### config.mk
export PLATFORM = sky130hd
export DESIGN_NAME = icache_ctrl_flat
export DESIGN_NICKNAME = d
export VERILOG_FILES = /design/src/common/icache_pkg.sv /design/src/common/icache_way_if.sv /design/src/icache/icache_ctrl.sv /design/src/flat_wrapper.sv
export VERILOG_INCLUDE_DIRS = /design/src /design/src/common
export SDC_FILE = /design/constraint.sdc
export NUM_CORES = 1
export LEC_CHECK = 0
export BUFFER_PORTS_ARGS = -buffer_cell sky130_fd_sc_hd__clkbuf_2
export CORE_AREA = 4 4 169 171
export DETAILED_ROUTE_END_ITERATION = 10
export DIE_AREA = 0 0 173 175
export PLACE_DENSITY = 0.52
export SYNTH_ARGS = -nofsm -noshare
export SYNTH_HDL_FRONTEND = slang
export SYNTH_SLANG_ARGS = --single-unit
### constraint.sdc
create_clock -name clk_i -period 3.9 [get_ports clk_i]
set_input_delay 0.975 -clock clk_i [delete_from_list [all_inputs] [get_ports clk_i]]
set_output_delay 0.975 -clock clk_i [all_outputs]
set_load 0.02 [all_outputs]
### src/common/icache_defines.svh
/*
  instruction cache geometry macros
*/

`ifndef ICACHE_DEFINES_SVH
`define ICACHE_DEFINES_SVH

// associativity and number of sets
`define ICACHE_WAYS       4
`define ICACHE_SETS       16

// 32-bit words per cache line
`define ICACHE_LINE_WORDS 4

// physical address and fetch word widths
`define ICACHE_ADDR_W     32
`define ICACHE_FETCH_W    32

// replacement lfsr
`define ICACHE_LFSR_W     8

`endif

### src/common/icache_pkg.sv
/*
  icache types for address, tag, line and way, plus the address split helper
*/

`include "icache_defines.svh"

package icache_pkg;

  // derived field widths of a physical address
  localparam int unsigned BYTE_W     = $clog2(`ICACHE_FETCH_W / 8);
  localparam int unsigned OFF_W      = $clog2(`ICACHE_LINE_WORDS);
  localparam int unsigned IDX_W      = $clog2(`ICACHE_SETS);
  localparam int unsigned TAG_W      = `ICACHE_ADDR_W - IDX_W - OFF_W - BYTE_W;
  localparam int unsigned LINE_OFF_W = OFF_W + BYTE_W;
  localparam int unsigned WAY_IDX_W  = $clog2(`ICACHE_WAYS);

  typedef logic [`ICACHE_ADDR_W-1:0]  addr_t;
  typedef logic [`ICACHE_FETCH_W-1:0] word_t;
  // a line is indexed by word offset
  typedef word_t [`ICACHE_LINE_WORDS-1:0] line_t;
  typedef logic [IDX_W-1:0]           index_t;
  typedef logic [OFF_W-1:0]           offset_t;
  typedef logic [TAG_W-1:0]           tag_t;
  typedef logic [WAY_IDX_W-1:0]       way_idx_t;
  typedef logic [`ICACHE_WAYS-1:0]    way_oh_t;

  typedef struct packed {
    logic valid;
    tag_t tag;
  } tag_entry_t;

  // per-way lookup result
  typedef struct packed {
    logic  hit;
    logic  valid;
    word_t word;
  } way_rsp_t;

  // tag | index | word offset | byte offset
  function automatic void split_addr(input addr_t addr, output tag_t tag,
                                     output index_t index, output offset_t offset);
    tag    = addr[`ICACHE_ADDR_W-1 -: TAG_W];
    index  = addr[LINE_OFF_W +: IDX_W];
    offset = addr[BYTE_W +: OFF_W];
  endfunction

endpackage

### src/common/icache_way_if.sv
/*
  array access bundle from the controller to every cache way
*/

`timescale 1ns/100ps

interface icache_way_if;
  import icache_pkg::*;

  // lookup strobe, all ways read the same set
  logic    rd_en;
  // refill write into the selected way
  logic    wr_en;
  // flush clear of one set in every way
  logic    clr_en;
  index_t  index;
  // tag of the fetch in flight, also written on a fill
  tag_t    cmp_tag;
  offset_t offset;
  line_t   fill_line;
  // write select, one bit per way
  way_oh_t wr_way_oh;

  modport ctrl_mp (
    output rd_en, wr_en, clr_en, index, cmp_tag, offset, fill_line, wr_way_oh
  );

  modport way_mp (
    input rd_en, wr_en, clr_en, index, cmp_tag, offset, fill_line, wr_way_oh
  );

endinterface

### src/icache/icache_ctrl.sv
/*
  icache controller: flush/idle/read/miss fsm, fetch address registers,
  flush counter and the fetch data mux
*/

`timescale 1ns/100ps
`include "icache_defines.svh"

module icache_ctrl (
  input  logic                clk_i,
  input  logic                rst_ni,
  input  logic                en_i,
  input  logic                flush_i,
  // fetch side
  input  logic                req_i,
  input  icache_pkg::addr_t   addr_i,
  output logic                ready_o,
  output logic                valid_o,
  output icache_pkg::word_t   data_o,
  output logic                busy_o,
  output logic                miss_o,
  // memory side
  output logic                mem_req_o,
  output icache_pkg::addr_t   mem_addr_o,
  output logic                mem_nc_o,
  input  logic                mem_rtrn_vld_i,
  input  icache_pkg::line_t   mem_rtrn_line_i,
  // ways, hit mux and replacement
  input  logic                hit_i,
  input  icache_pkg::word_t   hit_data_i,
  input  icache_pkg::way_oh_t repl_way_oh_i,
  output logic                fill_o,
  icache_way_if.ctrl_mp       way_bus
);
  import icache_pkg::*;

  typedef enum logic [1:0] {FLUSH, IDLE, READ, MISS} state_e;

  state_e  state_d, state_q;
  logic    en_d, en_q;
  logic    flush_d, flush_q;
  // second read cycle, the way responses are valid
  logic    lookup_d, lookup_q;
  // fetch in flight goes around the arrays
  logic    nc_d, nc_q;
  index_t  flush_cnt_d, flush_cnt_q;
  logic    flush_done;
  logic    cache_en, flush_req, en_rise, accept;

  // fetch address fields, split on the way in
  tag_t    req_tag, tag_q;
  index_t  req_index, index_q;
  offset_t req_offset, offset_q;

  always_comb begin
    split_addr(addr_i, req_tag, req_index, req_offset);
  end

  // dropping en_i counts in this very cycle
  assign cache_en   = en_q & en_i;
  assign flush_req  = flush_q | flush_i;
  // enabling again goes through a flush first
  assign en_rise    = en_i & ~en_q;
  assign flush_done = (flush_cnt_q == index_t'(`ICACHE_SETS - 1));
  assign busy_o     = (state_q == FLUSH);

  //////////////////////////////////////////////////
  // fsm
  //////////////////////////////////////////////////

  always_comb begin
    state_d       = state_q;
    en_d          = cache_en;
    flush_d       = flush_req;
    lookup_d      = 1'b0;
    nc_d          = nc_q;
    flush_cnt_d   = flush_cnt_q;
    ready_o       = 1'b0;
    valid_o       = 1'b0;
    mem_req_o     = 1'b0;
    miss_o        = 1'b0;
    fill_o        = 1'b0;
    accept        = 1'b0;
    way_bus.rd_en = 1'b0;

    unique case (state_q)
      // walk all sets, clearing every way
      FLUSH: begin
        if (flush_done) begin
          state_d     = IDLE;
          flush_cnt_d = '0;
          flush_d     = 1'b0;
          en_d        = en_i;
        end else begin
          flush_cnt_d = flush_cnt_q + 1'b1;
        end
      end
      IDLE: begin
        if (flush_req || en_rise) begin
          state_d = FLUSH;
        end else begin
          ready_o = 1'b1;
          if (req_i) begin
            accept        = 1'b1;
            // no array read when the cache is off
            way_bus.rd_en = cache_en;
            state_d       = READ;
          end
        end
      end
      READ: begin
        if (!lookup_q) begin
          // arrays answer, ways register the compare
          lookup_d = 1'b1;
        end else if (cache_en && hit_i) begin
          valid_o = 1'b1;
          state_d = IDLE;
          // next fetch reads while this one returns
          if (!flush_req) begin
            ready_o = 1'b1;
            if (req_i) begin
              accept        = 1'b1;
              way_bus.rd_en = 1'b1;
              state_d       = READ;
            end
          end
        end else begin
          // cached miss or uncached word
          mem_req_o = 1'b1;
          miss_o    = cache_en;
          nc_d      = ~cache_en;
          state_d   = MISS;
        end
      end
      MISS: begin
        if (mem_rtrn_vld_i) begin
          valid_o = 1'b1;
          fill_o  = ~nc_q;
          state_d = IDLE;
        end
      end
      default: begin
        state_d = FLUSH;
      end
    endcase
  end

  //////////////////////////////////////////////////
  // array bus and memory request
  //////////////////////////////////////////////////

  // flush counter, new fetch, or the fetch in flight
  assign way_bus.index     = (state_q == FLUSH) ? flush_cnt_q :
                             accept             ? req_index   : index_q;
  assign way_bus.cmp_tag   = tag_q;
  assign way_bus.offset    = offset_q;
  assign way_bus.wr_en     = fill_o;
  assign way_bus.clr_en    = (state_q == FLUSH);
  assign way_bus.fill_line = mem_rtrn_line_i;
  assign way_bus.wr_way_oh = (state_q == FLUSH) ? '1 : repl_way_oh_i;

  // line-aligned for a refill, word-aligned when uncached
  assign mem_nc_o   = ~cache_en;
  assign mem_addr_o = cache_en ? {tag_q, index_q, {LINE_OFF_W{1'b0}}} :
                                 {tag_q, index_q, offset_q, {BYTE_W{1'b0}}};

  // memory returns the whole line holding mem_addr_o
  assign data_o = (state_q == MISS) ? mem_rtrn_line_i[offset_q] : hit_data_i;

  always_ff @(posedge clk_i or negedge rst_ni) begin
    if (!rst_ni) begin
      state_q     <= FLUSH;
      en_q        <= 1'b0;
      flush_q     <= 1'b0;
      lookup_q    <= 1'b0;
      nc_q        <= 1'b0;
      flush_cnt_q <= '0;
    end else begin
      state_q     <= state_d;
      en_q        <= en_d;
      flush_q     <= flush_d;
      lookup_q    <= lookup_d;
      nc_q        <= nc_d;
      flush_cnt_q <= flush_cnt_d;
    end
  end

  // fetch address, loaded on accept
  always_ff @(posedge clk_i) begin
    if (accept) begin
      tag_q    <= req_tag;
      index_q  <= req_index;
      offset_q <= req_offset;
    end
  end

endmodule

### src/flat_wrapper.sv
// flat-port wrapper written by rule: the top's interface ports become plain ports
module icache_ctrl_flat import icache_pkg::*;
  (clk_i, rst_ni, en_i, flush_i, req_i, addr_i, ready_o, valid_o, data_o, busy_o, miss_o, mem_req_o, mem_addr_o, mem_nc_o, mem_rtrn_vld_i, mem_rtrn_line_i, hit_i, hit_data_i, repl_way_oh_i, fill_o, way_bus_rd_en, way_bus_wr_en, way_bus_clr_en, way_bus_index, way_bus_cmp_tag, way_bus_offset, way_bus_fill_line, way_bus_wr_way_oh);
  icache_way_if way_bus_i ();
  input  logic clk_i;
  input  logic rst_ni;
  input  logic en_i;
  input  logic flush_i;
  input  logic req_i;
  input  icache_pkg::addr_t addr_i;
  output logic ready_o;
  output logic valid_o;
  output icache_pkg::word_t data_o;
  output logic busy_o;
  output logic miss_o;
  output logic mem_req_o;
  output icache_pkg::addr_t mem_addr_o;
  output logic mem_nc_o;
  input  logic mem_rtrn_vld_i;
  input  icache_pkg::line_t mem_rtrn_line_i;
  input  logic hit_i;
  input  icache_pkg::word_t hit_data_i;
  input  icache_pkg::way_oh_t repl_way_oh_i;
  output logic fill_o;
  output wire logic [$bits(way_bus_i.rd_en)-1:0] way_bus_rd_en;
  output wire logic [$bits(way_bus_i.wr_en)-1:0] way_bus_wr_en;
  output wire logic [$bits(way_bus_i.clr_en)-1:0] way_bus_clr_en;
  output wire logic [$bits(way_bus_i.index)-1:0] way_bus_index;
  output wire logic [$bits(way_bus_i.cmp_tag)-1:0] way_bus_cmp_tag;
  output wire logic [$bits(way_bus_i.offset)-1:0] way_bus_offset;
  output wire logic [$bits(way_bus_i.fill_line)-1:0] way_bus_fill_line;
  output wire logic [$bits(way_bus_i.wr_way_oh)-1:0] way_bus_wr_way_oh;
  assign way_bus_rd_en = way_bus_i.rd_en;
  assign way_bus_wr_en = way_bus_i.wr_en;
  assign way_bus_clr_en = way_bus_i.clr_en;
  assign way_bus_index = way_bus_i.index;
  assign way_bus_cmp_tag = way_bus_i.cmp_tag;
  assign way_bus_offset = way_bus_i.offset;
  assign way_bus_fill_line = way_bus_i.fill_line;
  assign way_bus_wr_way_oh = way_bus_i.wr_way_oh;
  icache_ctrl u_core (.clk_i(clk_i), .rst_ni(rst_ni), .en_i(en_i), .flush_i(flush_i), .req_i(req_i), .addr_i(addr_i), .ready_o(ready_o), .valid_o(valid_o), .data_o(data_o), .busy_o(busy_o), .miss_o(miss_o), .mem_req_o(mem_req_o), .mem_addr_o(mem_addr_o), .mem_nc_o(mem_nc_o), .mem_rtrn_vld_i(mem_rtrn_vld_i), .mem_rtrn_line_i(mem_rtrn_line_i), .hit_i(hit_i), .hit_data_i(hit_data_i), .repl_way_oh_i(repl_way_oh_i), .fill_o(fill_o), .way_bus(way_bus_i));
endmodule
==> flow_metrics.py, run 1 <==
metrics = {
    "floorplanning": {
        "die_w_um": 173,
        "rows": 60,
        "io_pins": 439,
        "initial_core_util_pct": 14.7,
        "dieArea_sq_um": 30300,
        "core-area_sq_um": 26900,
        "die_h_um": 175,
    },
    "setup_path": {
        "crit_fanout": 5,
        "path_cells": "clkbuf_2, a41oi_1, nand4b_4, mux2_4, mux2_2, clkbuf_2",
        "required_ns": 2.92,
        "cpPeakStageDelay_ns": 0.32,
        "rrSetupSlack_ns": 1.88,
        "worstSetupPathType": "in -> out",
        "crit_path_frequent_cell": "clkbuf_2",
        "arrival_ns": 2.34,
        "worstSetupEndpointType": "output pin",
        "critPathLaunchType": "primary input",
        "crit_path_top_delay_cell": "mux2_4",
    },
    "synth": {
        "synth_top_area_share_pct": 30.0,
        "ys_ff_latch": 40,
        "synthFlopType": "edfxtp_1",
        "syn_area_sq_um": 3960,
        "yosysMostFrequentCell": "buf_4",
        "yosys_warnings": 0,
        "synthArstFlopShare_pct": 25.0,
        "synth_cell_types": 30,
        "syn_avg_cell_area_sq_um": 11.4,
        "synth_edf_count": 26,
        "synthCells": 346,
        "ys_top_cells_by_count": "158 x buf_4, 39 x mux2_2, 32 x mux4_2",
        "yosysTopAreaCell": "buf_4",
        "synth_area_leaders": "buf_4 30%, edfxtp_1 20%, mux4_2 18%, mux2_2 11%, dfrtp_1 6.3%",
        "synth_seq_area_share_pct": 28.1,
    },
    "cts": {
        "cts.htree.levels": 2,
        "cts_hold_buf": 0,
        "tritoncts": "built",
        "cts-root-buf": "clkbuf_16",
        "ctsResizeCount": 0,
        "cts_buffers": 5,
        "clkSlewWorstSetupHoldPaths_ns": 0.06,
        "cts.path.max_buffers": 2,
        "clkLatencyLatePin_ns": 0.28,
        "cts.sinks": 40,
        "post_cts_buffers": 0,
    },
    "route": {
        "top_layer": "met4",
        "wl_um": 16600,
        "first_iter_violations": 126,
        "viasPerCell": 3.70,
        "route.met2.wl_um": 8050,
        "post-route-drc-count": 0,
        "route.met3.wl_um": 1360,
        "wl_per_cell_um": 17.1,
        "dr.pass1.iters": 4,
        "antenna_left": 0,
        "wl_met1_um": 6820,
        "vias": 3580,
    },
    "sta": {
        "max_freq_mhz": 302,
        "fin_worst_skew_ns": 0.00380,
        "worst_pin_slew_ns": 0.657,
        "setup_ws_ns": 0.589,
        "hold_viol_final": 0,
        "fin_crit_sh_pct": 84.9,
        "slew_viol_final": 0,
        "slew_headroom_pct": 56.2,
        "min_period_ns": 3.31,
        "rsz0062_at_grt": "no",
        "tns_ns": 0,
        "finalSetupViolCount": 0,
    },
    "power": {
        "p_clk_share_pct": 26.6,
        "power.share.combinational_pct": 42.4,
        "peakVddDrop_v": 0.000276,
        "p_sw_share_pct": 36.4,
        "p_per_area_nw_per_um2": 310,
        "p_int_mw": 1.10,
        "power_switching_mw": 0.629,
        "pwr-share-seq_pct": 31.0,
        "cellLeakagePower_nw": 2.88,
    },
    "outcome": {
        "status": "finished clean",
    },
    "global_routing": {
        "grt_use_total_pct": 9.98,
        "grt_pass1_wl_um": 23600,
        "grt_pass1_vias": 3691,
        "antenna_found_initial": 0,
        "grt-ovfl-total": 0,
        "grt_max_degree": 35,
    },
    "placement": {
        "dpl_cell_area_sq_um": 5400,
        "post-dp-hpwl_um": 14800,
        "gp_congestion": 0.921,
        "io_buffer_count": 434,
        "pre_cts_ws_ns": 0.580,
    },
    "layout": {
        "fillerInstances": 2966,
        "area_growth_pct": 40.5,
        "multi_input_area_sq_um": 1600,
        "n_antenna_cell": 0,
        "stdcell_area_sq_um": 5560,
        "ff_latch_area_sq_um": 1110,
        "layout.nets": 833,
        "final_util_pct": 20.7,
        "drive_gt1_share_pct": 84.8,
    },
    "hold_path": {
        "hold_class": "reg -> reg",
    },
    "run": {
        "max-cap-violations": 0,
    },
}
-- critical path: cells and delay by family --
| family | cells | cell delay, ns |
|---|---|---|
| multiplexers | 2 | 0.58 |
| AO/OA/AOI/OAI | 1 | 0.26 |
| AND/OR/NAND/NOR | 1 | 0.25 |
| buffers and inverters | 2 | 0.28 |
-- metrics by stage --
stage               hold WS (ns)  std cells  total power [mW]
floorplan                  0.464        347              1.07
global placement           0.484        959              1.28
detailed placement         0.477        959              1.28
CTS                        0.501        967              1.75
global route               0.524        967              1.82
finish                     0.501        967              1.73
-- flip-flops by register name, indices dropped and copies added (netlist names) --
signal / flops
u_core.way_bus.cmp_tag: 24
u_core.flush_cnt_q: 4
u_core.index_q: 4
u_core.state_q: 2
u_core.way_bus.offset: 2
u_core.en_q: 1
u_core.flush_q: 1
u_core.lookup_q: 1
u_core.nc_q: 1
-- worst paths after layout --
check / start / to / depth (start not counted)
max in group asynchronous: rst_ni / u_core.lookup_q / 1
setup / recovery: hit_i / way_bus_index[0] / 6
setup reg to reg: u_core.state_q[0] / u_core.way_bus.offset[0] / 6
min in group asynchronous: rst_ni / u_core.flush_cnt_q[1] / 1
hold reg to reg: u_core.index_q[2] / u_core.index_q[2] / 1
hold / removal: u_core.index_q[2] / u_core.index_q[2] / 1
-- layout by cell type (no fill, tap or decap), types with 4 or more instances in the layout --
cell type,synthesis,routed
buf_4,158,7
clkbuf_16,0,5
clkbuf_2,0,434
dfrtp_1,10,10
dfxtp_1,4,4
edfxtp_1,26,26
ha_1,5,4
inv_1,6,6
mux2_2,39,39
mux2_4,4,4
mux4_2,32,32
nand2_1,7,7
nand3_1,6,6
o21ai_0,6,6
or2_2,4,4
-- layout make-up --
class,instances,share of cell area [%]
clock buffers,6,2.32
repair buffers,442,40.3
clock inverters,2,0.630
inverters,6,0.405
flip-flops and latches,40,20.0
well taps,341,7.67
multi-input cells,130,28.7
-- power groups by stage --
stage                     Clock [mW]  Combinational, mW  Sequential [mW]
final                          0.458              0.732            0.535
after global routing           0.493              0.782            0.543
after CTS                      0.475              0.740            0.535
after detailed placement           0              0.737            0.542
after global placement             0              0.732            0.544
after floorplan                    0              0.545            0.527
-- logic make-up (layout without fill, tap and decap cells) --
logic type,count (synthesis),after routing,share of synthesized area (%)
mux,76,76,31.1
compound gates,14,14,2.21
other cells,1,2,0.0947
buf+inv,177,456,31.8
xor+xnor,1,1,0.221
simple gates,32,32,4.96
fa+ha+maj,5,5,1.58
flops,40,40,28.1
-- routing by layer --
layer,GRT usage [%],vias to the layer above
met5,0,-
met4,2.63,0
met3,2.75,17
met2,16.8,225
met1,12.6,1696
li1,-,1642
Note: power is estimated with default switching activity, not from simulation.
==> run 2: changes to the inputs <==
--- a/config.mk
+++ b/config.mk
@@ -6,11 +6,12 @@
 export SDC_FILE = /design/constraint.sdc
 export NUM_CORES = 1
 export LEC_CHECK = 0
+export ABC_AREA = 1
 export BUFFER_PORTS_ARGS = -buffer_cell sky130_fd_sc_hd__clkbuf_2
-export CORE_AREA = 4 4 169 171
+export CORE_AREA = 4 4 170 172
 export DETAILED_ROUTE_END_ITERATION = 10
-export DIE_AREA = 0 0 173 175
-export PLACE_DENSITY = 0.52
+export DIE_AREA = 0 0 174 176
+export PLACE_DENSITY = 0.54
 export SYNTH_ARGS = -nofsm -noshare
 export SYNTH_HDL_FRONTEND = slang
 export SYNTH_SLANG_ARGS = --single-unit
==> constraint.sdc (replaced) <==
create_clock -name clk_i -period 2.95 [get_ports clk_i]
set_input_delay 0.7375 -clock clk_i [delete_from_list [all_inputs] [get_ports clk_i]]
set_output_delay 0.7375 -clock clk_i [all_outputs]
set_load 0.02 [all_outputs]
==> run 2 against run 1 <==
Sequential power is 31% higher. Clock power grew 39%. Via count up 31%. Clock skew rose by 0.00064 ns. Area after synthesis up 4.6%. Sequential cell count is the same. Cell area is 2.9% higher. Sequential share of layout area shrank 0.57 points. Power grew 38%. Combinational power grew 42%. Final cell count up 25%. Global-route usage is 0.16 points higher. Critical endpoint is now data_o[24]. Largest cell class unchanged. Highest routed layer unchanged.
==> flow_metrics.py, run 2 <==
metrics = {
    "route": {
        "wl_um": 17900,
        "viasPerCell": 3.86,
        "antenna_left": 0,
        "first_iter_violations": 199,
        "route.met2.wl_um": 8850,
        "top_layer": "met4",
        "post-route-drc-count": 0,
        "wl_per_cell_um": 14.7,
        "route.met3.wl_um": 1030,
        "dr.pass1.iters": 6,
        "vias": 4679,
        "wl_met1_um": 7430,
    },
    "layout": {
        "final_cell_mix": "434 x clkbuf_2, 170 x nor2_1, 66 x o21ai_0, 32 x a31oi_1, 31 x inv_1",
        "area_growth_pct": 38.2,
        "layout.nets": 1074,
        "largest_register_ffs": 24,
        "drive_gt1_share_pct": 53.4,
        "n_antenna_cell": 0,
        "final_util_pct": 20.8,
        "final_common_cell": "clkbuf_2",
    },
    "global_routing": {
        "grt_use_total_pct": 10.1,
        "grt_pass1_vias": 4322,
        "grt_max_degree": 67,
        "antenna_found_initial": 0,
        "grt-ovfl-total": 0,
        "grt_pass1_wl_um": 24600,
    },
    "floorplanning": {
        "io_pins": 439,
        "die_w_um": 174,
        "rows": 61,
        "initial_core_util_pct": 15.1,
        "core-area_sq_um": 27500,
        "die_h_um": 176,
        "dieArea_sq_um": 30600,
    },
    "synth": {
        "synthFlopType": "edfxtp_1",
        "synth_cell_types": 29,
        "synthArstFlopShare_pct": 25.0,
        "synthCells": 600,
        "synth_top_area_share_pct": 29.5,
        "syn_area_sq_um": 4140,
        "ys_ff_latch": 40,
        "synth_seq_area_share_pct": 26.8,
        "yosys_warnings": 0,
        "ys_top_cells_by_count": "171 x nor2_1, 163 x buf_4, 66 x o21ai_0",
        "yosysMostFrequentCell": "nor2_1",
        "yosysTopAreaCell": "buf_4",
        "synth_edf_count": 26,
        "syn_avg_cell_area_sq_um": 6.91,
        "synth_area_leaders": "buf_4 30%, edfxtp_1 19%, nor2_1 15%, o21ai_0 8.0%, dfrtp_1 6.0%",
    },
    "power": {
        "peakVddDrop_v": 0.000428,
        "p_sw_share_pct": 39.9,
        "cellLeakagePower_nw": 3.14,
        "p_total_mw": 2.38,
        "p_clk_share_pct": 26.8,
        "p_per_area_nw_per_um2": 415,
        "p_int_mw": 1.43,
        "pwr-share-seq_pct": 29.5,
        "power_switching_mw": 0.949,
        "power.share.combinational_pct": 43.6,
    },
    "setup_path": {
        "critPathLaunchType": "flip-flop",
        "required_ns": 2.21,
        "r2r_cells": 7,
        "crit_path_frequent_cell": "buf_4",
        "r2r-start": "u_core.state_q[1]",
        "path_buf_inv": 4,
        "rr_endpoint": "u_core.way_bus.offset[0]",
        "rrSetupSlack_ns": 0.94,
        "cpPeakStageDelay_ns": 0.39,
        "path_depth": 7,
        "path_cells": "buf_4, inv_1, buf_4, nor2_1, o21ai_0, a31oi_1, clkbuf_2",
        "worstSetupPathType": "reg -> out",
        "worstSetupEndpointType": "output pin",
        "crit_path_top_delay_cell": "edfxtp_1",
        "arrival_ns": 1.99,
        "crit_family": "buffers and inverters",
        "crit_fanout": 17,
    },
    "run": {
        "max-cap-violations": 0,
    },
    "sta": {
        "max_freq_mhz": 367,
        "rsz0062_at_grt": "no",
        "tns_ns": 0,
        "finalSetupViolCount": 0,
        "fin_crit_sh_pct": 92.5,
        "min_period_ns": 2.73,
        "fin_worst_skew_ns": 0.00444,
        "hold_viol_final": 0,
        "slew_viol_final": 0,
    },
    "cts": {
        "cts_buffers": 5,
        "tritoncts": "built",
        "clkSlewWorstSetupHoldPaths_ns": 0.06,
        "cts.sinks": 40,
        "cts.path.max_buffers": 2,
        "cts-root-buf": "clkbuf_16",
        "cts_hold_buf": 0,
        "cts.htree.levels": 2,
        "clkLatencyLatePin_ns": 0.28,
    },
    "placement": {
        "io_buffer_count": 434,
        "gp_congestion": 0.954,
        "post-dp-hpwl_um": 15400,
    },
    "hold_path": {
        "hold_class": "in -> async",
    },
    "outcome": {
        "status": "finished clean",
    },
}
## run 2: changes by cell type after synthesis, sizes merged, moves of 23 or more
cell   previous run  this run
o21ai             6        72
nor2              3       171
mux4             32         0
mux2             43         0
a31oi             0        32
nand2             7        30
inv               6        32
## run 2: worst reg2reg max path: cells and delay by family, from the launching register on
family                     cells  cell delay, ns
DFF                            1            0.40
and+or+nand+nor                2            0.40
buffers and inverters          4            0.54
adders and majority gates      1            0.32
## run 2: cell families after synthesis
kind of cell | count (synthesis) | share of synthesized area [%]
AO/OA/AOI/OAI | 107 | 14.3
buffers and inverters | 217 | 34.7
AND/OR/NAND/NOR | 228 | 22.2
XOR/XNOR | 2 | 0.423
other | 1 | 0.0905
adder cells (fa/ha/maj) | 5 | 1.51
flip-flops | 40 | 26.8
## run 2: final cells by class
| class | instances | area [sq um] |
|---|---|---|
| sequential | 40 | 1110 |
| tap | 346 | 433 |
| clock buffer | 5 | 125 |
| fill | 3140 | 21700 |
| clock inverter | 3 | 46.3 |
| timing repair buffer | 443 | 2290 |
| inverter | 32 | 120 |
| multi-input combinational | 344 | 1600 |
## run 2: worst max-delay path by stage
stage / startpoint / end / slack [ns]
2_1_floorplan: u_core.state_q[1] / way_bus_wr_en / 0.65
3_3_place_gp: flush_i / way_bus_index[0] / 0.32
3_5_place_dp: flush_i / way_bus_index[0] / 0.34
4_1_cts: u_core.state_q[1] / way_bus_index[0] / 0.12
5_1_grt: u_core.state_q[1] / way_bus_index[0] / 0.05
6_report: u_core.way_bus.offset[1] / data_o[24] / 0.22
## run 2: timing repair
item,in CTS,in global routing
endpoints found under the setup margin,0,4
resized for setup,0,1
buffers inserted,0,0
## run 2: per-layer routing
metal	vias up	track usage [%]
met4	0	3.33
li1	2325	-
met3	28	1.61
met2	233	17.8
met1	2093	12.7
met5	-	0
## run 2: power by group through the flow
stage          logic, mW  clock network, mW  registers (mW)
6_report            1.04              0.637           0.702
5_1_grt             1.13              0.681           0.710
4_1_cts             1.04              0.667           0.700
3_5_place_dp        1.04                  0           0.711
3_3_place_gp        1.04                  0           0.709
2_1_floorplan      0.721                  0           0.716
## run 2: per-stage QoR
step                instances  area [sq um]  worst slack (ns)  hold slack [ns]
floorplan                 601          4150             0.646            0.442
global placement         1205          5550             0.323            0.475
detailed placement       1205          5550             0.342            0.489
CTS                      1213          5730             0.121            0.321
global route             1213          5730            0.0505            0.331
finish                   1213          5730             0.222            0.315
==> run 3: changes to the inputs <==
--- a/config.mk
+++ b/config.mk
@@ -6,12 +6,11 @@
 export SDC_FILE = /design/constraint.sdc
 export NUM_CORES = 1
 export LEC_CHECK = 0
-export ABC_AREA = 1
 export BUFFER_PORTS_ARGS = -buffer_cell sky130_fd_sc_hd__clkbuf_2
-export CORE_AREA = 4 4 170 172
+export CORE_AREA = 4 4 169 171
 export DETAILED_ROUTE_END_ITERATION = 10
-export DIE_AREA = 0 0 174 176
-export PLACE_DENSITY = 0.54
+export DIE_AREA = 0 0 173 175
+export PLACE_DENSITY = 0.53
 export SYNTH_ARGS = -nofsm -noshare
 export SYNTH_HDL_FRONTEND = slang
 export SYNTH_SLANG_ARGS = --single-unit
==> constraint.sdc (replaced) <==
create_clock -name clk_i -period 2.95 [get_ports clk_i]
set_input_delay 0.59 -clock clk_i [delete_from_list [all_inputs] [get_ports clk_i]]
set_output_delay 0.59 -clock clk_i [all_outputs]
set_load 0.02 [all_outputs]
==> run 3 against run 2 <==
Power down 2.8%. Wire length shrank 7.2%. Final cell count is 20% lower. Critical path depth did not move. Utilization down 0.16 points. Fmax is 2.7% lower. First-iteration DRC count shrank 20%. Sequential share of layout area increased by 0.58 points. Clock skew is 0.0012 ns higher. Largest cell class unchanged. Largest power group unchanged. Highest routed layer unchanged.
==> flow_metrics.py, run 3 (synthesized netlist as in run 1, its figures left out) <==
metrics = {
    "outcome": {
        "status": "finished clean",
    },
    "sta": {
        "slew_headroom_pct": 65.2,
        "finalSetupViolCount": 0,
        "rsz0062_at_grt": "no",
        "worst_pin_slew_ns": 0.521,
        "min_period_ns": 2.80,
        "setup_ws_ns": 0.146,
        "hold_viol_final": 0,
        "fin_crit_sh_pct": 95.0,
        "max_freq_mhz": 357,
        "slew_viol_final": 0,
        "tns_ns": 0,
        "fin_worst_skew_ns": 0.00563,
    },
    "global_routing": {
        "grt_pass1_vias": 3634,
        "grt_use_total_pct": 10.1,
        "grt-ovfl-total": 0,
        "antenna_found_initial": 3,
        "grt_pass1_wl_um": 23500,
        "grt_max_degree": 35,
    },
    "setup_path": {
        "required_ns": 2.36,
        "worstSetupEndpointType": "output pin",
        "worstSetupPathType": "reg -> out",
        "critPathLaunchType": "flip-flop",
        "r2r-start": "u_core.state_q[0]",
        "rrSetupSlack_ns": 1.01,
        "r2r_cells": 6,
        "rr_endpoint": "u_core.way_bus.cmp_tag[19]",
        "crit_fanout": 8,
        "arrival_ns": 2.21,
        "startpoint": "u_core.state_q[0]",
        "cp-endpoint": "way_bus_index[0]",
    },
    "floorplanning": {
        "die_h_um": 175,
        "rows": 60,
        "die_w_um": 173,
        "initial_core_util_pct": 14.7,
        "io_pins": 439,
        "core-area_sq_um": 26900,
        "dieArea_sq_um": 30300,
    },
    "run": {
        "max-cap-violations": 0,
    },
    "layout": {
        "largest_register_ffs": 24,
        "drive_gt1_share_pct": 85.2,
        "area_growth_pct": 40.4,
        "final_cell_mix": "434 x clkbuf_2, 39 x mux2_2, 32 x mux4_2, 26 x edfxtp_1, 10 x dfrtp_1",
        "final_common_cell": "clkbuf_2",
        "layout.nets": 830,
    },
    "cts": {
        "cts_hold_buf": 0,
        "clkSlewWorstSetupHoldPaths_ns": 0.06,
        "post_cts_buffers": 0,
        "cts.path.max_buffers": 2,
        "cts.sinks": 40,
        "tritoncts": "built",
        "clkLatencyLatePin_ns": 0.28,
        "ctsResizeCount": 0,
        "cts-root-buf": "clkbuf_16",
        "cts.htree.levels": 2,
        "cts_buffers": 5,
    },
    "power": {
        "p_per_area_nw_per_um2": 416,
        "peakVddDrop_v": 0.000386,
        "cellLeakagePower_nw": 2.87,
    },
    "route": {
        "antenna_left": 0,
        "first_iter_violations": 159,
        "wl_um": 16600,
        "viasPerCell": 3.72,
        "vias": 3591,
        "dr.pass1.iters": 5,
        "wl_per_cell_um": 17.2,
        "post-route-drc-count": 0,
    },
    "placement": {
        "post-dp-hpwl_um": 14900,
        "gp_congestion": 0.898,
        "io_buffer_count": 434,
        "pre_cts_ws_ns": 0.318,
    },
    "hold_path": {
        "hold_class": "in -> async",
    },
}
## run 3: changes by cell type in the layout (fill, tap and decap cells not counted), sizes merged, moves of 23 or more
cell,delta
a31oi,-32
inv,-27
mux2,+43
mux4,+32
nand2,-23
nor2,-168
o21ai,-66
## run 3: worst max-delay path: stages (launching register included)
cell and delay [ns]:
dfrtp_1 0.41, inv_1 0.10, ha_2 0.26, a41oi_2 0.15
nand4b_4 0.26, mux2_4 0.34, mux2_2 0.26, clkbuf_2 0.15
## run 3: power by group
part	switching (mW)	total, mW	internal (mW)
Combinational	0.560	0.979	0.419
Sequential	0.0641	0.709	0.645
Clock	0.226	0.623	0.397
## run 3: area by class of cell
| type | instances | area [sq um] |
|---|---|---|
| inverters | 6 | 22.5 |
| diodes | 2 | 5.00 |
| flip-flops and latches | 40 | 1110 |
| fillers | 2971 | 21300 |
| clock inverters | 3 | 42.5 |
| multi-input cells | 130 | 1610 |
| well taps | 341 | 427 |
| repair buffers | 439 | 2220 |
| clock buffers | 5 | 125 |
## run 3: layer usage
layer  global-route usage [%]  wire length [um]
met1                     13.0              6890
met2                     16.3              7870
met3                     2.96              1430
met4                     3.46               388
met5                        0                 0
## run 3: how the worst min path moves through the flow
stage | from | to | slack, ns | cells past startpoint
final | rst_ni | u_core.en_q | 0.17 | 1
after global routing | rst_ni | u_core.en_q | 0.18 | 1
after CTS | rst_ni | u_core.en_q | 0.17 | 1
after detailed placement | rst_ni | u_core.state_q[1] | 0.48 | 1
after global placement | rst_ni | u_core.en_q | 0.48 | 1
after floorplan | rst_ni | u_core.en_q | 0.29 | 0
## run 3: through the flow
step | std cells | hold slack [ns] | utilization, % | cell area [sq um] | power [mW]
floorplan | 347 | 0.294 | - | 3960 | 1.42
global placement | 956 | 0.484 | 20.0 | 5380 | 1.69
detailed placement | 956 | 0.477 | 20.0 | 5380 | 1.70
CTS | 964 | 0.171 | 20.6 | 5550 | 2.34
global route | 966 | 0.177 | 20.7 | 5560 | 2.45
finish | 966 | 0.168 | 20.7 | 5560 | 2.31
